$ cat src/logic/core_pkg.sv
`default_nettype none

package core_pkg;

    // Architectural widths
    localparam int XLEN         = 64;
    localparam int REG_IDX_W    = 5;
    localparam int INSTRET_W    = 64;

    // Up to four retirements per cycle, so three bits
    localparam int RETIRE_CNT_W = 3;

    // Integer register file depth, x0 included
    localparam int NUM_REGS     = 32;

    // Producers feeding writeback: md, lsp, ip, trap
    localparam int NUM_SRC      = 4;

    typedef logic [XLEN-1:0]         xlen_t;
    typedef logic [REG_IDX_W-1:0]    reg_idx_t;
    typedef logic [RETIRE_CNT_W-1:0] retire_cnt_t;
    typedef logic [INSTRET_W-1:0]    instret_t;

endpackage

`default_nettype wire

$ cat src/logic/wb_arbiter.sv
`timescale 1ns/1ns
`default_nettype none

module wb_arbiter
    import core_pkg::*;
(
    input  wire              clk,
    input  wire              rst,
    // Integer pipe
    input  wire              ip_valid,
    input  wire              ip_wb_en,
    input  wire              ip_hipri,
    input  wire reg_idx_t    ip_dst,
    input  wire xlen_t       ip_result,
    output logic             ip_ready,
    // Load-store pipe
    input  wire              lsp_valid,
    input  wire              lsp_wb_en,
    input  wire reg_idx_t    lsp_dst,
    input  wire xlen_t       lsp_result,
    output logic             lsp_ready,
    // Multiply-divide always writes a register
    input  wire              md_valid,
    input  wire reg_idx_t    md_dst,
    input  wire xlen_t       md_result,
    output logic             md_ready,
    // Trap unit
    input  wire              trap_valid,
    input  wire              trap_wb_en,
    input  wire reg_idx_t    trap_dst,
    input  wire xlen_t       trap_result,
    output logic             trap_ready,
    // Register file write port
    output logic             rf_wen,
    output reg_idx_t         rf_wdst,
    output xlen_t            rf_wdata,
    // Collision buffer as seen by issue
    output logic             fwd_valid,
    output reg_idx_t         fwd_dst,
    output xlen_t            fwd_value,
    // Retirements of the previous cycle
    output retire_cnt_t      retire_cnt
);

    // One-entry collision buffer
    logic        buf_valid;
    reg_idx_t    buf_dst;
    xlen_t       buf_value;

    // Write requests per producer
    // An offer with wb_en low only retires
    logic        ip_req;
    logic        lsp_req;
    logic        md_req;
    logic        trap_req;

    logic        md_grant;
    logic        buf_grant;
    logic        lsp_grant;
    logic        ip_grant;
    logic        trap_grant;

    logic        buf_free;
    logic        lsp_to_buf;
    logic        ip_to_buf;

    // Handshake per producer with md in bit 0, then lsp, ip and trap
    logic [NUM_SRC-1:0] handshake;
    retire_cnt_t        hs_cnt;

    assign ip_req   = ip_valid && ip_wb_en;
    assign lsp_req  = lsp_valid && lsp_wb_en;
    assign md_req   = md_valid;
    assign trap_req = trap_valid && trap_wb_en;

    // Fixed order md > buf > lsp > ip > trap
    // ip_hipri pushes ip ahead of md, buf and lsp
    assign md_grant   = md_req && !ip_hipri;
    assign buf_grant  = buf_valid && !md_grant && !ip_hipri;
    assign lsp_grant  = lsp_req && !md_grant && !buf_grant && !ip_hipri;
    assign ip_grant   = ip_req && !md_grant && !buf_grant && !lsp_grant;
    assign trap_grant = trap_req && !md_grant && !buf_grant && !lsp_grant && !ip_grant;

    // Buffer takes a loser if empty or emptied this cycle
    assign buf_free   = !buf_valid || buf_grant;
    // lsp gets first claim
    assign lsp_to_buf = lsp_req && !lsp_grant && buf_free;
    assign ip_to_buf  = ip_req && !ip_grant && !lsp_to_buf && buf_free;

    always_ff @(posedge clk) begin
        if (rst) begin
            buf_valid <= 1'b0;
        end else if (lsp_to_buf || ip_to_buf) begin
            buf_valid <= 1'b1;
        end else if (buf_grant) begin
            buf_valid <= 1'b0;
        end
    end

    // Payload of the captured loser
    always_ff @(posedge clk) begin
        if (lsp_to_buf) begin
            buf_dst   <= lsp_dst;
            buf_value <= lsp_result;
        end else if (ip_to_buf) begin
            buf_dst   <= ip_dst;
            buf_value <= ip_result;
        end
    end

    assign fwd_valid = buf_valid;
    assign fwd_dst   = buf_dst;
    assign fwd_value = buf_value;

    // Write port mux in grant priority order
    always_comb begin
        rf_wen   = md_grant || buf_grant || lsp_grant || ip_grant || trap_grant;
        rf_wdst  = '0;
        rf_wdata = '0;
        if (md_grant) begin
            rf_wdst  = md_dst;
            rf_wdata = md_result;
        end else if (buf_grant) begin
            rf_wdst  = buf_dst;
            rf_wdata = buf_value;
        end else if (lsp_grant) begin
            rf_wdst  = lsp_dst;
            rf_wdata = lsp_result;
        end else if (ip_grant) begin
            rf_wdst  = ip_dst;
            rf_wdata = ip_result;
        end else if (trap_grant) begin
            rf_wdst  = trap_dst;
            rf_wdata = trap_result;
        end
    end

    // Ready on a grant or a buffer capture or a retire without writeback
    assign md_ready   = !md_valid || md_grant;
    assign lsp_ready  = !lsp_valid || !lsp_wb_en || lsp_grant || lsp_to_buf;
    assign ip_ready   = !ip_valid || !ip_wb_en || ip_grant || ip_to_buf;
    assign trap_ready = !trap_valid || !trap_wb_en || trap_grant;

    // A buffer drain was already counted at capture
    assign handshake = {trap_valid && trap_ready,
                        ip_valid && ip_ready,
                        lsp_valid && lsp_ready,
                        md_grant};

    always_comb begin
        hs_cnt = '0;
        for (int i = 0; i < NUM_SRC; i++) begin
            hs_cnt = hs_cnt + retire_cnt_t'(handshake[i]);
        end
    end

    always_ff @(posedge clk) begin
        if (rst) begin
            retire_cnt <= '0;
        end else begin
            retire_cnt <= hs_cnt;
        end
    end

    // At most one winner on the single write port
    assert property (@(posedge clk) disable iff (rst)
        $onehot0({trap_grant, ip_grant, lsp_grant, buf_grant, md_grant}));

    // Held entry stays put until it drains
    assert property (@(posedge clk) disable iff (rst)
        (buf_valid && !buf_grant) |=>
            (buf_valid && $stable(buf_dst) && $stable(buf_value)));

    // md only stalls with an offer pending behind a high priority ip
    assert property (@(posedge clk) disable iff (rst)
        !md_ready |-> (md_valid && ip_hipri));

endmodule

`default_nettype wire

$ cat src/logic/reg_file.sv
`timescale 1ns/1ns
`default_nettype none

module reg_file
    import core_pkg::*;
(
    input  wire              clk,
    input  wire              rst,
    // Write port from writeback
    input  wire              wen,
    input  wire reg_idx_t    wdst,
    input  wire xlen_t       wdata,
    // Read ports standing in for issue
    input  wire reg_idx_t    raddr_a,
    input  wire reg_idx_t    raddr_b,
    output xlen_t            rdata_a,
    output xlen_t            rdata_b
);

    xlen_t regs [NUM_REGS];

    always_ff @(posedge clk) begin
        if (rst) begin
            for (int i = 0; i < NUM_REGS; i++) begin
                regs[i] <= '0;
            end
        end else if (wen && (wdst != '0)) begin
            // x0 is never written
            regs[wdst] <= wdata;
        end
    end

    // Combinational reads, new data visible after the write edge
    assign rdata_a = regs[raddr_a];
    assign rdata_b = regs[raddr_b];

    // x0 holds zero through any write traffic
    assert property (@(posedge clk) disable iff (rst)
        (raddr_a == '0) |-> (rdata_a == '0));

    assert property (@(posedge clk) disable iff (rst)
        (raddr_b == '0) |-> (rdata_b == '0));

endmodule

`default_nettype wire

$ cat src/logic/retire_counter.sv
`timescale 1ns/1ns
`default_nettype none

module retire_counter
    import core_pkg::*;
(
    input  wire              clk,
    input  wire              rst,
    // Retirements counted by the arbiter last cycle
    input  wire retire_cnt_t retire_cnt,
    // Running minstret value
    output instret_t         instret
);

    always_ff @(posedge clk) begin
        if (rst) begin
            instret <= '0;
        end else begin
            instret <= instret + instret_t'(retire_cnt);
        end
    end

    // Monotonic outside reset
    assert property (@(posedge clk) disable iff (rst)
        !$past(rst) |-> (instret >= $past(instret)));

endmodule

`default_nettype wire

$ cat src/logic/wb_stage.sv
`timescale 1ns/1ns
`default_nettype none

module wb_stage
    import core_pkg::*;
(
    input  wire              clk,
    input  wire              rst,
    // Integer pipe
    input  wire              ip_valid,
    input  wire              ip_wb_en,
    input  wire              ip_hipri,
    input  wire reg_idx_t    ip_dst,
    input  wire xlen_t       ip_result,
    output logic             ip_ready,
    // Load-store pipe
    input  wire              lsp_valid,
    input  wire              lsp_wb_en,
    input  wire reg_idx_t    lsp_dst,
    input  wire xlen_t       lsp_result,
    output logic             lsp_ready,
    // Multiply-divide
    input  wire              md_valid,
    input  wire reg_idx_t    md_dst,
    input  wire xlen_t       md_result,
    output logic             md_ready,
    // Trap unit
    input  wire              trap_valid,
    input  wire              trap_wb_en,
    input  wire reg_idx_t    trap_dst,
    input  wire xlen_t       trap_result,
    output logic             trap_ready,
    // Forwarding to issue
    output logic             fwd_valid,
    output reg_idx_t         fwd_dst,
    output xlen_t            fwd_value,
    // Register reads
    input  wire reg_idx_t    raddr_a,
    input  wire reg_idx_t    raddr_b,
    output xlen_t            rdata_a,
    output xlen_t            rdata_b,
    // Retired instruction count
    output instret_t         instret
);

    logic        rf_wen;
    reg_idx_t    rf_wdst;
    xlen_t       rf_wdata;
    retire_cnt_t retire_cnt;

    wb_arbiter wb_arbiter_inst (
        .clk         (clk),
        .rst         (rst),
        .ip_valid    (ip_valid),
        .ip_wb_en    (ip_wb_en),
        .ip_hipri    (ip_hipri),
        .ip_dst      (ip_dst),
        .ip_result   (ip_result),
        .ip_ready    (ip_ready),
        .lsp_valid   (lsp_valid),
        .lsp_wb_en   (lsp_wb_en),
        .lsp_dst     (lsp_dst),
        .lsp_result  (lsp_result),
        .lsp_ready   (lsp_ready),
        .md_valid    (md_valid),
        .md_dst      (md_dst),
        .md_result   (md_result),
        .md_ready    (md_ready),
        .trap_valid  (trap_valid),
        .trap_wb_en  (trap_wb_en),
        .trap_dst    (trap_dst),
        .trap_result (trap_result),
        .trap_ready  (trap_ready),
        .rf_wen      (rf_wen),
        .rf_wdst     (rf_wdst),
        .rf_wdata    (rf_wdata),
        .fwd_valid   (fwd_valid),
        .fwd_dst     (fwd_dst),
        .fwd_value   (fwd_value),
        .retire_cnt  (retire_cnt)
    );

    // Single write port from the arbiter
    reg_file reg_file_inst (
        .clk     (clk),
        .rst     (rst),
        .wen     (rf_wen),
        .wdst    (rf_wdst),
        .wdata   (rf_wdata),
        .raddr_a (raddr_a),
        .raddr_b (raddr_b),
        .rdata_a (rdata_a),
        .rdata_b (rdata_b)
    );

    retire_counter retire_counter_inst (
        .clk        (clk),
        .rst        (rst),
        .retire_cnt (retire_cnt),
        .instret    (instret)
    );

endmodule

`default_nettype wire

$ cat config.mk
export PLATFORM = sky130hd
export DESIGN_NAME = wb_stage
export DESIGN_NICKNAME = d
export VERILOG_FILES = /design/src/logic/core_pkg.sv /design/src/logic/wb_arbiter.sv /design/src/logic/reg_file.sv /design/src/logic/retire_counter.sv /design/src/logic/wb_stage.sv
export SDC_FILE = /design/constraint.sdc
export NUM_CORES = 2
export LEC_CHECK = 0
export BUFFER_PORTS_ARGS = -buffer_cell sky130_fd_sc_hd__buf_4
export CAP_MARGIN = 20
export CORE_UTILIZATION = 40
export CTS_CLUSTER_DIAMETER = 50
export DETAILED_ROUTE_END_ITERATION = 10
export RECOVER_POWER = 25
export SLEW_MARGIN = 10
export SYNTH_ARGS = -nofsm -noshare
export SYNTH_HDL_FRONTEND = slang
export SYNTH_SLANG_ARGS = --single-unit
$ cat constraint.sdc
create_clock -name clk -period 7.4 [get_ports clk]
set_input_delay 0.37 -clock clk [delete_from_list [all_inputs] [get_ports clk]]
set_output_delay 0.37 -clock clk [all_outputs]
set_load 0.03 [all_outputs]
==> Word level (Yosys, flattened, before mapping) <==
Memories as Yosys holds them, arrays and structs flattened.
Cells that the tools add are included.
{ "totals": {"mem_bits_rw": 2048, "mem_count": 1, "reg_bits": 137} }
{ "memory_table": {"columns": ["memory", "depth", "width", "rd", "rd_clocked_by_memory_dff", "write_ports", "line_no", "source"], "rows": [
  ["reg_file_inst.regs", 32, 64, 2, 0, 32, "reg_file.sv:20", "xlen_t regs [NUM_REGS];"]
]} }
{ "op_classes": {"add_sub_neg": 4, "reduce_logical": 58, "n_mux": 24} }
{ "op_table": {"columns": ["cell", "n"], "rows": [
  ["two-way mux 64 bit", 8],
  ["adder 64 x 3 -> 64 bit", 1],
  ["OR reduction 64 bit", 1],
  ["two-way mux 5 bit", 8],
  ["logical AND 1 bit", 25],
  ["logical OR 1 bit", 15],
  ["logical NOT 1 bit", 14],
  ["two-way mux 1 bit", 8],
  ["adder 3 x 1 -> 3 bit", 2],
  ["nonzero test 5 bit", 1],
  ["nonzero test 2 bit", 2],
  ["adder 1 x 1 -> 2 bit", 1]
]} }

==> Depth between registers and ports, before layout <==
{ "logic_depth": {"word_depth": 24, "ltp_mapped": 11} }

==> By module <==
A second synthesis with hierarchy kept.
{ "hier_totals": {"cells_unflattened": 8063, "hier_area_um2": 115912.4} }
{ "modules_own_cells": {"columns": ["mod", "seq_area_each_um2", "n_inst", "cells_per_inst", "area_each_um2"], "rows": [
  ["reg_file", 61499.0, 1, 7001, 106701.1],
  ["wb_arbiter", 2152.1, 1, 685, 6042.0],
  ["retire_counter", 1281.2, 1, 377, 3169.3]
]} }

==> Least setup slack after synthesis <==
Ideal clock, no wire load.
{ "synth_timing": {"kind": "register to register", "from": "register wb_arbiter_inst.buf_valid (netlist: wb_arbiter_inst.fwd_valid)", "to": "memory reg_file_inst.regs[28][0] (netlist bit), enable pin", "path_buffers": 3, "arrival_ps": 5060, "path_stages_with_launch": 9, "setup_slack_ps": 1840, "synth_period_minus_slack_ps": 5560, "required_ps": 6901, "path_cell_list": "dfxtp_1 -> or3b_1 -> o221a_2 -> o32a_1 -> or3_1 -> buf_2 -> buf_6 -> buf_4 -> o21bai_1"} }
{ "synth_rtl": {"columns": ["element", "line_no", "source"], "rows": [
  ["start: declaration", "wb_arbiter.sv:46", "logic buf_valid;"],
  ["start signal: assignment", "wb_arbiter.sv:92", "buf_valid <= 1'b0;"],
  ["start signal: assignment", "wb_arbiter.sv:94", "buf_valid <= 1'b1;"],
  ["start signal: assignment", "wb_arbiter.sv:96", "buf_valid <= 1'b0;"],
  ["end: declaration", "reg_file.sv:20", null]
]} }

==> Worst setup path in the final report <==
{ "layout_timing": {"from": "input port raddr_a[1]", "to": "output port rdata_a[52]"} }
{ "layout_between": {"elab_chain_len": 1} }
{ "layout_lines": {"columns": ["element", "line_no", "source"], "rows": [
  ["start: declaration", "wb_stage.sv:38", "input wire reg_idx_t raddr_a,"],
  ["memory (32 x 64 bit)", null, null],
  ["end: declaration", "wb_stage.sv:40", "output xlen_t rdata_a,"]
]} }
No other way between the ends.

==> metrics <==
outcome complete, but fails checks; failing checks max-capacitance violations, max-slew violations; type of origin of the critical path input port; P_sw 0.00947 W; Inserted Clock Buffers 295; placer congestion estimate 1.02; layout filler cell count 25,600; FP Rows 199; Largest delay share family, worst path buffers and inverters; count of buffers from port buffering 561; post-route cell area 137,000 um2; Static Leak 44.0 nW; Clk pwr share 0.429; post-route ant nets 0; Synth top area share 0.535; Post-Route WL 431 mm; share of layout cells above drive strength 1 0.355; Slew Limit Fails 1,773; CP peak stage delay 1910 ps; number of global-route vias before repair 81,900; first-pass GRT wire length 609 mm; Bufs on Longest Clock Path 4; most area-hungry cell type in the Yosys netlist edfxtp_1; Hold WS 42.9 ps; number of DRC markers in iteration 0 11,000; CTS tree built; cells after synthesis 7,758; initial antenna violation count 21; Rel. slew slack -1.69; Yosys reg bits 2,185; reg-to-reg setup timing slack 1340 ps; sequential share of the synthesized area 0.546; setup TNS 0 ps; Detailed Place HPWL 248 mm; H-tree depth 5; die area 299,000 um2; CP arrival 5700 ps; final hold vios 0; Sw Share 0.282; Async SR Flop Fraction 0; most common cell in the netlist edfxtp_1; DRT Pass-1 Iters 7; Worst Path Max Fanout 74; top cells by area, synth edfxtp_1 53%, mux4_2 24%, nor3_1 6.7%; Logic pwr share 0.149; Area Growth Syn to Fin 15.6%; synthesized area 119,000 um2; Hold WC Path Type input port to flip-flop; Avg Cell Area, Syn 15.3 um2; Overflow after GRT 0; maximum vdd drop 209 uV; Worst path slowest cell clkbuf_2; CP dominant cell by count mux4_2; final net count 8,306; Reg clk slew, reported paths 60 ps; crit-path cells clkbuf_2 > clkbuf_1 > mux4_2 > mux4_2 > mux2_1 > buf_4; Max Freq 165 MHz; EDFF count, synth 2,117; number of max-cap violations 52; Crit Path Class input port to output port; Slew @ Worst Pin 4030 ps; ys flop type edfxtp_1; Layout Skew 40.5 ps; Post-DP Area 127,000 um2; die height 547 um; Core Box Area 295,000 um2; Yosys warning count 0; post-DR vias/cell 6.68; CP Capture Type output port; post-CTS sizing 0; All-Layer GR Usage 0.283; clk_lat worst skew 920 ps; Wirelength per Cell 35.4 um; Root Buffer clkbuf_16; CP required 7030 ps; Buf/Inv on CP 3; Synth top cells by count 2,117 x edfxtp_1, 1,595 x nor3_1, 1,280 x mux4_2; Setup-failing EPs final 0; number of remaining DRC errors 0; period utilization 0.821; Tmin final 6070 ps; die width 547 um; IO Pins 562; Initial Utilization 0.403; synth unique cells 55; share of power burned in registers 0.422; RSZ-0062 raised after global routing false; power density over the cells 245 nW/um2; vias 81,300; largest net degree at the start of global routing 140; CTS sink cnt 2,185; P_int 0.0241 W
[registers in the layout, summed over array words and instances (netlist names)]
| name | cells |
|---|---|
| wb_arbiter_inst.fwd_dst | 5 |
| wb_arbiter_inst.fwd_value | 64 |
| wb_arbiter_inst.fwd_valid | 1 |
| reg_file_inst.regs | 2048 |
| retire_counter_inst.instret | 64 |
| wb_arbiter_inst.retire_cnt | 3 |
[cell usage in the layout (no fill, tap or decap), types with 64 or more instances in the layout]
| cell type | count |
|---|---|
| a211oi_1 | 65 |
| a21oi_1 | 166 |
| buf_4 | 560 |
| clkbuf_1 | 227 |
| clkbuf_16 | 296 |
| conb_1 | 64 |
| dfxtp_1 | 67 |
| dlygate4sd3_1 | 140 |
| edfxtp_1 | 2117 |
| inv_1 | 79 |
| mux2_1 | 73 |
| mux2_2 | 124 |
| mux4_2 | 1280 |
| nand3_1 | 159 |
| nor3_1 | 1648 |
| nor3_2 | 339 |
| o211ai_1 | 64 |
| o21ai_0 | 92 |
| or3_1 | 85 |
[per-stage QoR]
stage,setup WS [ps],total power (W),util,instances
6_report,1330,0.0336,0.466,12200
5_1_grt,1230,0.0344,0.466,12200
4_1_cts,2630,0.0338,0.470,12100
3_5_place_dp,2310,0.0194,0.432,11500
3_3_place_gp,2330,0.0193,0.431,11500
2_1_floorplan,1840,0.0174,-,7821
[power by group through the flow]
| stage | registers (W) | logic [W] | clock network [W] |
|---|---|---|---|
| after floorplan | 0.0145 | 0.00291 | 0 |
| after global placement | 0.0144 | 0.00490 | 0 |
| after detailed placement | 0.0144 | 0.00494 | 0 |
| after CTS | 0.0142 | 0.00503 | 0.0145 |
| after global routing | 0.0142 | 0.00515 | 0.0150 |
| final | 0.0142 | 0.00500 | 0.0144 |
[final timing paths]
path / endpoint / cells past startpoint / start
max: rdata_a[52] / 6 / raddr_a[1]
min: reg_file_inst.regs[30][30] / 4 / md_result[30]
max reg2reg: reg_file_inst.regs[8][30] / 7 / wb_arbiter_inst.fwd_valid
min reg2reg: retire_counter_inst.instret[51] / 2 / retire_counter_inst.instret[51]
[per-layer routing]
layer,share of wire,wire [um],track usage,up-vias
li1,-,-,-,32400
met1,0.37,158000,0.375,42900
met4,0.048,20900,0.127,6
met5,0.000072,31,0,-
met2,0.48,206000,0.455,5204
met3,0.11,46200,0.0522,807
[cells by family (layout without fill, tap and decap cells)]
group                      Yosys count  in the layout  synth area share
DFF                               2185           2185             0.546
xor gates and xnor gates            24             24           0.00177
and+or+nand+nor                   2389           2389             0.119
other                                1             81         0.0000315
muxes                             1477           1477             0.261
AOI/OAI and AO/OA                  521            521            0.0283
adders and majority gates            9              9           0.00103
buffers and inverters             1152           1569            0.0426
[layout make-up]
type / count / area [um2] / share of cell area
Antenna cell: 17 / 42.5 / 0.000310
Clock buffer: 335 / 7550 / 0.0550
Clock inverter: 197 / 2250 / 0.0164
Inverter: 79 / 297 / 0.00216
Multi-Input combinational cell: 4484 / 49900 / 0.363
Sequential cell: 2185 / 64900 / 0.473
Tap cell: 3919 / 4900 / 0.0357
Timing Repair Buffer: 958 / 7520 / 0.0547
[worst reg2reg max path: cells and delay by family, from the launching register on]
| family | cells | cell delay (ps) |
|---|---|---|
| compound gates | 3 | 2180 |
| buf+inv | 2 | 1570 |
| flops | 1 | 860 |
| simple gates | 2 | 1040 |
[timing repair]
action	CTS	global route
setup endpoints to repair	0	0
buffers inserted	0	0
endpoints found under the hold margin	83	0
hold buffers	140	0
No activity file was read; power rests on OpenSTA's default activity.
